==> config.mk <==
export PLATFORM = sky130hd
export DESIGN_NAME = cache_line_ram
export DESIGN_NICKNAME = d
export VERILOG_FILES = /design/src/rtl/cache_line_ram.sv
export VERILOG_INCLUDE_DIRS = /design/src /design/src/rtl
export SDC_FILE = /design/constraint.sdc
export NUM_CORES = 1
export LEC_CHECK = 0
export BUFFER_PORTS_ARGS = -buffer_cell sky130_fd_sc_hd__buf_2
export CORE_UTILIZATION = 59
export CTS_BUF_LIST = sky130_fd_sc_hd__clkbuf_16
export DETAILED_ROUTE_END_ITERATION = 8
export PLACE_DENSITY = 0.85
export SLEW_MARGIN = 15
export SYNTH_ARGS = -nofsm -noshare
export SYNTH_HDL_FRONTEND = slang
export SYNTH_SLANG_ARGS = --single-unit
==> constraint.sdc <==
create_clock -name clk -period 1.7 [get_ports clk]
set_input_delay 0.17 -clock clk [delete_from_list [all_inputs] [get_ports clk]]
set_output_delay 0.17 -clock clk [all_outputs]
set_load 0.01 [all_outputs]
==> src/rtl/cache_params.svh <==
//##########################################################
// size and timing constants of the cache subsystem,
// included by every RTL file that slices addresses or sizes arrays
//##########################################################
`ifndef CACHE_PARAMS_SVH
`define CACHE_PARAMS_SVH

// word address into backing memory
`define CACHE_ADDR_BITS 12

// 8 lines of 4 words
`define CACHE_INDEX_BITS 3
`define CACHE_OFFSET_BITS 2
`define CACHE_TAG_BITS (`CACHE_ADDR_BITS - `CACHE_INDEX_BITS - `CACHE_OFFSET_BITS)

`define CACHE_LINES (1 << `CACHE_INDEX_BITS)  // entries per storage array
`define MEM_WORDS (1 << `CACHE_ADDR_BITS)     // backing memory depth

// memory behaviour
`define MEM_WAIT_CYCLES 2     // idle cycles before each ack
`define MEM_INIT_XOR 16'h5a00 // mixed into address for initial contents

`endif
==> src/rtl/cache_line_ram.sv <==
//##########################################################
// small indexed store, async read, clocked write;
// payload_t picks what is stored (tag entries or data lines)
//##########################################################
`timescale 1ns/1ps
`include "cache_params.svh"

module cache_line_ram #(
  parameter type payload_t = logic [7:0]
) (
  input  logic                         clk,
  input  logic                         rst,
  input  logic [`CACHE_INDEX_BITS-1:0] index,
  input  logic                         we,
  input  payload_t                     wdata,
  output payload_t                     rdata
);

  payload_t mem [`CACHE_LINES];  // one entry per cache line

  assign rdata = mem[index];  // combinational lookup

  always_ff @(posedge clk) begin
    if (rst) begin
      for (int i = 0; i < `CACHE_LINES; i++) begin
        mem[i] <= '0;  // zero tag is invalid
      end
    end else if (we) begin
      mem[index] <= wdata;  // visible to next read
    end
  end

endmodule

==> flow_summary_export.csv <==
group,metric,value,unit
sta,max_freq,0.567,GHz
sta,hold_viol,0,
pwr,p_comb_frac,0.084,
global_routing,grt_pass1_wl,9340,um
drt,drt_iter0_drc,154,
floorplanning,design.core.area,4790,sq um
cts,cts_tree,"yes",
drt,drtAntennaViolNets,0,
final_layout,fill_cells,307,
logic_synthesis,synth_top_family_by_area,"simple AND/OR/NAND/NOR gates",
final_layout,instances_no_fill,300,
logic_synthesis,synth_flop_cell,"edfxtp_1",
cts,cts.path.max_buffers,2,
sta,grt_setup_unrepaired,"yes",
cts,root_buffer,"clkbuf_16",
final_layout,regMostFlops,"mem",
drt,via_count,1728,
floorplanning,rows,25,
floorplanning,die_h,73.1,um
critical_path,crit_type,"register to primary output",
logic_synthesis,synthSimpleGateAreaFrac,0.197,
sta,final.period_utilization,1.04,
floorplanning,start_util,0.622,
logic_synthesis,synthAdderAreaFrac,0,
floorplanning,io_pins,22,
placement,portBuffers,21,
pwr,pwr-share-clk,0.438,
critical_path,crit_fanout,1,
cts,cts_buffers,9,
drt,drt_drc_violations_left,0,
cts,numClockSinks,64,
logic_synthesis,synth.distinct_cells,21,
logic_synthesis,async_reset_ff_frac,0,
sta,slew_headroom,0.681,
logic_synthesis,synth_nets,206,
final_layout,largest_reg_flops,64,
critical_path,arrival,1600,ps
logic_synthesis,ys_ff_latch,64,
logic_synthesis,synth.area.mux_share,0.136,
sta,post-route-min-period,1770,ps
global_routing,grt_max_degree,21,
sta,tightest_slew,479,ps
drt,firstDrtPassIters,4,
final_layout,top_regs,"mem x64",
sta,setup_viol,4,
flow_run,cap_violations,0,
status,outcome,"finished with violations",
pwr,power-per-cell-area,1100,nW/um^2
critical_path,end_kind,"primary output",
drt,vias_per_cell,5.76,
placement,globalplace.congestion,0.823,
sta,setup_ws,-65.1,ps
floorplanning,dieArea,5340,sq um
pwr,pwr-share-seq,0.478,
final_layout,drive_above_1_share,0.326,
logic_synthesis,syn_inst,192,
final_layout,post-route-cell-area,3530,sq um
global_routing,grt_pass1_vias,1716,
logic_synthesis,synthesis.area,2980,sq um
drt,routed_wirelength,6120,um
status,violations,"setup timing",
cts,clk_pin_slew,50,ps
pwr,p_leak,1.33,nW
placement,dp.final_hpwl,3850,um
logic_synthesis,ys_seq_area_frac,0.645,
logic_synthesis,synthXorXnorAreaFrac,0,
logic_synthesis,synth_area_per_cell,15.5,sq um
placement,place_area,3230,sq um
final_layout,antenna_cells,0,
pwr,p_int,3.10,mW
critical_path,start_kind,"register",
sta,slew_violations,0,
placement,dp_cells,285,
pwr,swShare,0.204,
cts,cts.htree.levels,3,
logic_synthesis,synth-edff-count,64,
logic_synthesis,yosysWarnings,0,
pwr,ir_drop,0.869,mV
global_routing,overflow,0,
final_layout,syn_to_final_growth,18.5,%
floorplanning,die_w,73.1,um
final_layout,num-nets-final,243,
pwr,power_switching,0.795,mW
global_routing,antenna_found_initial,0,
worst_hold_path,hp-class,"input pin to register",
drt,wl_per_cell,20.4,um
critical_path,required,1530,ps
logic_synthesis,synth_compound_area_frac,0.00798,
global_routing,track_usage,0.263,
-- cell usage in the layout (no fill, tap or decap) --
cell type  synthesis  final
nand2_1           11     11
and2_1            64     64
nand3b_1           2      2
clkbuf_16          0      9
or2_2              8      8
buf_6              1      4
a21oi_1            1      1
mux2i_1            1      1
mux4_2            12     14
buf_4              0     10
mux2_2             4      2
nand2b_1           2      2
mux2_4             0      2
mux4_1             3      1
edfxtp_1          64     64
clkinv_1           0      3
nor2_1             4      4
nor3_1             1      1
clkbuf_4           0      1
buf_2              5     16
nor2_2             3      3
bufinv_16          0      1
buf_12             0      1
o32a_1             1      1
a31o_2             1      1
nor3_4             1      1
inv_1              2      2
clkinv_2           0      2
or3b_4             1      1
-- cells in the mapped netlist (2+ instances only) --
library cell  number  area share
nand2b_1           2      0.0042
nand3b_1           2      0.0050
mux4_2            12       0.091
and2_1            64        0.13
mux2_2             4       0.015
inv_1              2      0.0025
nor2_2             3      0.0063
or2_2              8       0.017
edfxtp_1          64        0.65
nand2_1           11       0.014
mux4_1             3       0.026
buf_2              5      0.0084
nor2_1             4      0.0050
-- worst paths after layout --
path / start / endpoint / slack (ps) / depth (start not counted)
max: mem[5][1] / rdata[1] / -70 / 3
min: wdata[4] / mem[1][4] / 200 / 2
-- worst max-delay path, cell delays in order, from the launching register on --
cell	delay, ps
edfxtp_1	370
mux4_2	490
mux2_4	290
buf_6	120
-- timing repair --
item,in CTS,in global routing
setup buffers,0,0
cloned,0,0
gates resized for setup,8,1
hold buffers,0,0
setup endpoints to repair,4,7
-- logic make-up (layout without fill, tap and decap cells) --
| group | after synthesis | in the layout |
|---|---|---|
| flip-flops | 64 | 64 |
| multiplexers | 20 | 20 |
| AO/OA/AOI/OAI | 3 | 3 |
| AND/OR/NAND/NOR | 97 | 97 |
| buffers and inverters | 8 | 49 |
-- metrics by stage --
step / utilization / worst slack (ps) / power [mW] / setup TNS [ps] / hold slack (ps)
after global placement: 0.674 / 55.0 / 2.18 / 0 / 534
after CTS: 0.737 / -73.4 / 3.91 / -192 / 200
after detailed placement: 0.674 / 52.8 / 2.20 / 0 / 538
after floorplan: - / 224 / 2.07 / 0 / 368
after global routing: 0.738 / -92.3 / 3.99 / -309 / 225
final: 0.738 / -65.1 / 3.90 / -160 / 202
-- routing by layer --
| layer | vias up | wire length [um] | track usage |
|---|---|---|---|
| li1 | 781 | - | - |
| met1 | 875 | 2490 | 0.346 |
| met2 | 62 | 3070 | 0.415 |
| met3 | 10 | 462 | 0.0635 |
| met4 | 0 | 85 | 0.126 |
| met5 | - | 0 | 0 |
-- final cells by class --
cell class / instances / area (sq um) / share of cell area
clock buffer: 9 / 225 / 0.0638
timing repair buffer: 32 / 228 / 0.0645
clock inverter: 6 / 51.3 / 0.0145
tap: 67 / 83.8 / 0.0237
sequential: 64 / 1920 / 0.544
inverter: 2 / 7.51 / 0.00213
multi-input combinational: 120 / 1010 / 0.287
-- power by group through the flow --
stage	Combinational, mW	Sequential, mW	Clock, mW
3_3_place_gp	0.296	1.89	0
5_1_grt	0.352	1.87	1.77
3_5_place_dp	0.303	1.89	0
6_report	0.327	1.86	1.71
4_1_cts	0.329	1.87	1.72
2_1_floorplan	0.194	1.88	0
Power figures use the tool's default switching activity.
