--- src/rtl/cache_params.svh ---
//##########################################################
// size and timing constants of the cache subsystem,
// included by every RTL file that slices addresses or sizes arrays
//##########################################################
`ifndef CACHE_PARAMS_SVH
`define CACHE_PARAMS_SVH

// word address into backing memory
`define CACHE_ADDR_BITS 12

// 8 lines of 4 words
`define CACHE_INDEX_BITS 3
`define CACHE_OFFSET_BITS 2
`define CACHE_TAG_BITS (`CACHE_ADDR_BITS - `CACHE_INDEX_BITS - `CACHE_OFFSET_BITS)

`define CACHE_LINES (1 << `CACHE_INDEX_BITS)  // entries per storage array
`define MEM_WORDS (1 << `CACHE_ADDR_BITS)     // backing memory depth

// memory behaviour
`define MEM_WAIT_CYCLES 2     // idle cycles before each ack
`define MEM_INIT_XOR 16'h5a00 // mixed into address for initial contents

`endif
--- src/rtl/bus_types_pkg.sv ---
//##########################################################
// address and data word types shared by processor port,
// wishbone bus and backing memory
//##########################################################
package bus_types_pkg;

  // word addressed, 4096 words of memory
  localparam int ADDR_BITS = 12;

  // one data word on every port
  localparam int WORD_BITS = 16;

  // word address
  typedef logic [ADDR_BITS-1:0] addr_t;

  // data word
  typedef logic [WORD_BITS-1:0] word_t;

endpackage

--- src/rtl/cache_types_pkg.sv ---
//##########################################################
// cache-internal types: tag entry, line and controller state
//##########################################################
package cache_types_pkg;

  // one tag entry, reset value of all zeros means invalid
  typedef struct packed {
    logic       valid;  // line holds memory data
    logic       dirty;  // line differs from memory
    logic [6:0] tag;    // address bits 11..5
  } cache_tag_t;

  // four words per line, word 0 in the low bits
  typedef bus_types_pkg::word_t [3:0] cache_line_t;

  // controller flow, same four states as the classic write-back FSM
  typedef enum logic [1:0] {
    idle,         // waiting for a processor request
    compare_tag,  // lookup, answer on hit
    write_back,   // dirty victim going out to memory
    allocate      // new line coming in from memory
  } ctrl_state_t;

endpackage

--- src/rtl/cache_controller.sv ---
//##########################################################
// direct-mapped write-back cache FSM; answers processor hits,
// masters wishbone for victim write-back and line refill
//##########################################################
`timescale 1ns/1ps
`include "cache_params.svh"

module cache_controller (
  input  logic                         clk,
  input  logic                         rst,
  // processor port
  input  logic                         cpu_valid,
  input  logic                         cpu_we,
  input  bus_types_pkg::addr_t         cpu_addr,
  input  bus_types_pkg::word_t         cpu_wdata,
  output logic                         cpu_ready,
  output bus_types_pkg::word_t         cpu_rdata,
  // tag storage
  output logic [`CACHE_INDEX_BITS-1:0] tag_index,
  output logic                         tag_we,
  output cache_types_pkg::cache_tag_t  tag_wdata,
  input  cache_types_pkg::cache_tag_t  tag_rdata,
  // data storage
  output logic [`CACHE_INDEX_BITS-1:0] data_index,
  output logic                         data_we,
  output cache_types_pkg::cache_line_t data_wdata,
  input  cache_types_pkg::cache_line_t data_rdata,
  // wishbone classic master
  output logic                         wb_cyc,
  output logic                         wb_stb,
  output logic                         wb_we,
  output bus_types_pkg::addr_t         wb_adr,
  output bus_types_pkg::word_t         wb_dat_w,
  input  bus_types_pkg::word_t         wb_dat_r,
  input  logic                         wb_ack
);

  cache_types_pkg::ctrl_state_t  state;       // current state
  cache_types_pkg::ctrl_state_t  next_state;
  logic [`CACHE_OFFSET_BITS-1:0] beat;        // word within line transfer
  cache_types_pkg::cache_line_t  line_buf;    // refill words collected so far

  logic [`CACHE_TAG_BITS-1:0]    cpu_tag;
  logic [`CACHE_INDEX_BITS-1:0]  cpu_index;
  logic [`CACHE_OFFSET_BITS-1:0] cpu_offset;
  logic                          hit;
  logic                          victim_dirty;
  logic                          last_beat;
  logic                          beat_done;
  cache_types_pkg::cache_line_t  merged_line;  // stored line with cpu word put in
  cache_types_pkg::cache_line_t  refill_line;  // buffer plus word on the bus

  // address split: tag | index | offset
  assign cpu_tag    = cpu_addr[`CACHE_ADDR_BITS-1 -: `CACHE_TAG_BITS];
  assign cpu_index  = cpu_addr[`CACHE_OFFSET_BITS +: `CACHE_INDEX_BITS];
  assign cpu_offset = cpu_addr[`CACHE_OFFSET_BITS-1:0];

  // request is held, so both arrays stay on its line throughout
  assign tag_index  = cpu_index;
  assign data_index = cpu_index;

  assign hit          = tag_rdata.valid && (tag_rdata.tag == cpu_tag);
  assign victim_dirty = tag_rdata.valid && tag_rdata.dirty;  // must go out first
  assign last_beat    = (beat == '1);
  assign beat_done    = wb_stb && wb_ack;

  assign cpu_rdata = data_rdata[cpu_offset];  // word select for reads

  always_comb begin
    merged_line             = data_rdata;
    merged_line[cpu_offset] = cpu_wdata;  // write hit modifies one word
  end

  always_comb begin
    refill_line       = line_buf;
    refill_line[beat] = wb_dat_r;  // last word goes straight in
  end

  always_comb begin
    next_state = state;
    cpu_ready  = 1'b0;
    tag_we     = 1'b0;
    data_we    = 1'b0;
    tag_wdata  = '{valid: 1'b1, dirty: 1'b0, tag: cpu_tag};
    data_wdata = merged_line;
    wb_cyc     = 1'b0;
    wb_stb     = 1'b0;
    wb_we      = 1'b0;
    wb_adr     = {cpu_tag, cpu_index, beat};  // refill address
    wb_dat_w   = data_rdata[beat];

    case (state)
      cache_types_pkg::idle: begin
        if (cpu_valid) begin
          next_state = cache_types_pkg::compare_tag;
        end
      end

      cache_types_pkg::compare_tag: begin
        if (hit) begin
          cpu_ready  = 1'b1;  // one cycle per request
          next_state = cache_types_pkg::idle;
          if (cpu_we) begin
            data_we         = 1'b1;
            tag_we          = 1'b1;
            tag_wdata.dirty = 1'b1;  // line now newer than memory
          end
        end else if (victim_dirty) begin
          next_state = cache_types_pkg::write_back;
        end else begin
          next_state = cache_types_pkg::allocate;  // cold or clean victim
        end
      end

      cache_types_pkg::write_back: begin
        wb_cyc = 1'b1;
        wb_stb = 1'b1;
        wb_we  = 1'b1;
        wb_adr = {tag_rdata.tag, cpu_index, beat};  // victim address
        if (beat_done && last_beat) begin
          next_state = cache_types_pkg::allocate;
        end
      end

      cache_types_pkg::allocate: begin
        wb_cyc = 1'b1;
        wb_stb = 1'b1;
        if (beat_done && last_beat) begin
          // line and clean tag land together, recompare then hits
          data_we    = 1'b1;
          data_wdata = refill_line;
          tag_we     = 1'b1;
          next_state = cache_types_pkg::compare_tag;
        end
      end

      default: begin
        next_state = cache_types_pkg::idle;
      end
    endcase
  end

  always_ff @(posedge clk) begin
    if (rst) begin
      state <= cache_types_pkg::idle;
      beat  <= '0;
    end else begin
      state <= next_state;
      if (state == cache_types_pkg::compare_tag) begin
        beat <= '0;  // every transfer starts at word 0
      end else if (beat_done) begin
        beat <= beat + 1'b1;  // wraps to 0 after word 3
      end
    end
  end

  // refill capture
  always_ff @(posedge clk) begin
    if (state == cache_types_pkg::allocate && beat_done) begin
      line_buf[beat] <= wb_dat_r;
    end
  end

endmodule

--- config.mk ---
export PLATFORM = sky130hd
export DESIGN_NAME = cache_controller
export DESIGN_NICKNAME = d
export VERILOG_FILES = /design/src/rtl/bus_types_pkg.sv /design/src/rtl/cache_types_pkg.sv /design/src/rtl/cache_controller.sv
export VERILOG_INCLUDE_DIRS = /design/src /design/src/rtl
export SDC_FILE = /design/constraint.sdc
export NUM_CORES = 1
export LEC_CHECK = 0
export BUFFER_PORTS_ARGS = -buffer_cell sky130_fd_sc_hd__buf_2
export CAP_MARGIN = 25
export CORE_UTILIZATION = 47
export DETAILED_ROUTE_END_ITERATION = 8
export PLACE_DENSITY = 0.82
export SLEW_MARGIN = 15
export SYNTH_ARGS = -nofsm -noshare
export SYNTH_HDL_FRONTEND = slang
export SYNTH_SLANG_ARGS = --single-unit
--- constraint.sdc ---
create_clock -name clk -period 2.8 [get_ports clk]
set_clock_uncertainty 0.1 [all_clocks]
set_input_delay 0.14 -clock clk [delete_from_list [all_inputs] [get_ports clk]]
set_output_delay 0.14 -clock clk [all_outputs]
set_load 0.05 [all_outputs]
==> flow_summary_export.csv <==
group,metric,value,unit
outcome,run_status,"finished clean",
clocking,cts.sinks,54,
yosys,ys_seq_elements,54,
routing,wl_met2,7.428,mm
yosys,synth_edf_count,50,
critical_path,ff2ff_path_depth,4,
critical_path,r2r-start,"beat[0]",
floorplan,die_w,104.9,um
critical_path,regToRegSetupSlack,870,ps
routing,drt_first_iter_violations,325,
routing,met1_length,5.816,mm
critical_path,worst-setup-path-type,"flop to output pin",
critical_path,crit_path_end_kind,"output pin",
routing,top_layer_used,"met4",
critical_path,cp_cell_sequence,"buf_4 -> ha_1 -> buf_4 -> mux2_2 -> nand2_1 -> o21ai_0 -> buf_2",
layout,n_fill_cell,883,
routing,num_vias,4369,
critical_path,regToRegEndpoint,"line_buf[18]",
timing,fmax,397.6,MHz
critical_path,critPathLaunchType,"flop",
power_and_ir_drop,p_per_area,468.7,nW/um2
timing,setup_violations,0,
hold_path,min-delay-start,"tag_rdata[7]",
hold_path,whs_path_depth,4,
grt,grt_max_degree,56,
clocking,holdBufCountCts,1,
grt,grt_usage,0.2657,
yosys,synth_top_area_share,0.3016,
routing,routed_wirelength,14.71,mm
critical_path,arrival,2280,ps
timing,tns,0,ps
clocking,htreeDepth,2,
layout,layout-drive-gt1-share,0.5414,
grt,grt.overflow.total,0,
floorplan,die_h,104.9,um
floorplan,die_area,11010,um2
yosys,ys_seq_area_frac,0.3177,
floorplan,rows,37,
routing,met3_length,1.062,mm
hold_path,min_path_type,"primary input to flop",
timing,finalCritPeriodShare,0.8983,
yosys,syn-num-nets,572,
routing,postRouteAntennaNets,0,
layout,layout_common_cells,"buf_2, nand2_1, mux2i_1",
placed_design,port_buffers,237,
critical_path,slowest_stage,"mux2_2",
hold_path,holdPathEnd,"state[0]",
routing,dr.pass1.iters,4,
yosys,ys_types,34,
routing,via_per_inst,5.544,
yosys,synth_area_leader_cell,"edfxtp_1",
yosys,synthesis.area,4979,um2
critical_path,crit_fanout,19,
yosys,synth-warning-count,0,
timing,hold_viol,0,
floorplan,pin_count,251,
yosys,synth_flop_cell,"edfxtp_1",
floorplan,coreArea,10280,um2
timing,rsz0062_at_grt,"no",
flow_run,max-cap-violations,0,
grt,grt_pass1_vias,4380,
layout,antenna_cells,0,
clocking,cts_resized,0,
timing,drv_slew,0,
layout,final_common_cell,"buf_2",
critical_path,crit_top_cell,"buf_4",
grt,grt_antenna_before_repair,0,
yosys,syn_area_per_cell,11.26,um2
layout,final_cell_area,6226,um2
routing,route.detailed.drc,0,
power_and_ir_drop,vdd_drop_max,259.5,uV
placed_design,placedInstanceArea,6103,um2
grt,grt_pass1_wl,22.63,mm
layout,fin_nets,781,
critical_path,cp.required,2560,ps
clocking,post-cts-setup-buffers,0,
layout,area_growth,25.06,%
placed_design,gp_congestion,0.8911,
power_and_ir_drop,power.leakage,2.750,nW
clocking,root_buffer,"clkbuf_8",
clocking,clk_pin_slew_worst_paths,90,ps
floorplan,start_util,0.4844,
clocking,cts_buffer_depth,2,
yosys,synth_cells,442,
clocking,cts_tree,"yes",
clocking,numCtsBuffers,5,
routing,avgRoutedWirePerCell,18.67,um
timing,tightest_slew,670.7,ps
critical_path,slowest_delay,360,ps
clocking,clk_latency,300,ps
placed_design,hpwlAfterDp,11.44,mm
yosys,async_flop_share,0,
timing,period_needed,2515,ps
yosys,netlist_top_cells_area,"edfxtp_1, mux2i_1, mux2_2",
timing,relSlewSlack,0.5513,
[worst max path at each step]
| stage | from | end | cells after the start |
|---|---|---|---|
| after detailed placement | beat[0] | data_wdata[19] | 7 |
| after CTS | beat[0] | data_wdata[19] | 7 |
| final | beat[0] | data_wdata[19] | 7 |
| after floorplan | beat[1] | data_wdata[10] | 9 |
| after global routing | beat[0] | data_wdata[10] | 8 |
| after global placement | beat[0] | data_wdata[0] | 8 |
[per-stage QoR]
stage          utilization  instances  setup WS (ps)  hold WS (ps)  total power [mW]
6_report            0.6058        788          284.7         39.45             2.918
5_1_grt             0.6058        788          154.9         86.28             3.045
4_1_cts             0.6058        788          273.8         36.59             2.931
3_5_place_dp        0.5939        779          620.8         181.2             2.405
3_3_place_gp        0.5939        779          680.5         181.2             2.373
2_1_floorplan            -        442          36.92         116.6             2.073
[area by class of cell]
class / instances / area (um2) / share of cell area
tap: 136 / 170.2 / 0.02733
inverter: 5 / 18.77 / 0.003014
multi-input combinational: 328 / 2964 / 0.4761
timing repair buffer: 257 / 1379 / 0.2215
clock inverter: 3 / 43.79 / 0.007034
sequential: 54 / 1582 / 0.2540
clock buffer: 5 / 68.82 / 0.01105
[state kept, by name (all words and copies together), names as in the netlist]
| name | count |
|---|---|
| line_buf | 50 |
| state | 2 |
| beat | 2 |
[report_power, final]
group / switching (mW) / internal, mW
Clock: 0.262 / 0.268
Combinational: 0.983 / 0.447
Sequential: 0.0207 / 0.937
[cell usage after synthesis, types with 2 or more instances]
cell,count
and2_1,3
buf_12,2
buf_2,16
buf_4,22
buf_6,10
clkbuf_1,2
clkbuf_2,3
dfxtp_1,4
edfxtp_1,50
ha_1,8
inv_1,5
mux2_2,57
mux2i_1,65
mux4_1,6
mux4_2,26
nand2_1,68
nand2b_1,3
nand3_1,2
nor3_1,3
o21ai_0,44
o21ai_1,21
o22ai_1,3
xnor2_1,8
[logic make-up after synthesis]
family,count (synthesis),share of synthesized area
simple gates,84,0.07389
mux,154,0.4089
flops,54,0.3177
other cells,1,0.0007532
fa+ha+maj,8,0.02011
compound gates,73,0.07640
buf+inv,60,0.08821
xor+xnor,8,0.01407
[critical path: cells and delay by family, from the launching register on]
family                     cells  cell delay, ps
DFF                            1             340
and+or+nand+nor                1              80
AOI/OAI and AO/OA              1              90
adders and majority gates      1             300
buffers and inverters          3             780
muxes                          1             360
[metal layers]
layer | vias to the layer above | GRT usage
met2 | 223 | 0.4669
li1 | 2060 | -
met1 | 2056 | 0.3313
met4 | 0 | 0.1036
met3 | 30 | 0.03431
met5 | - | 0
(Power assumes the default switching activity.)
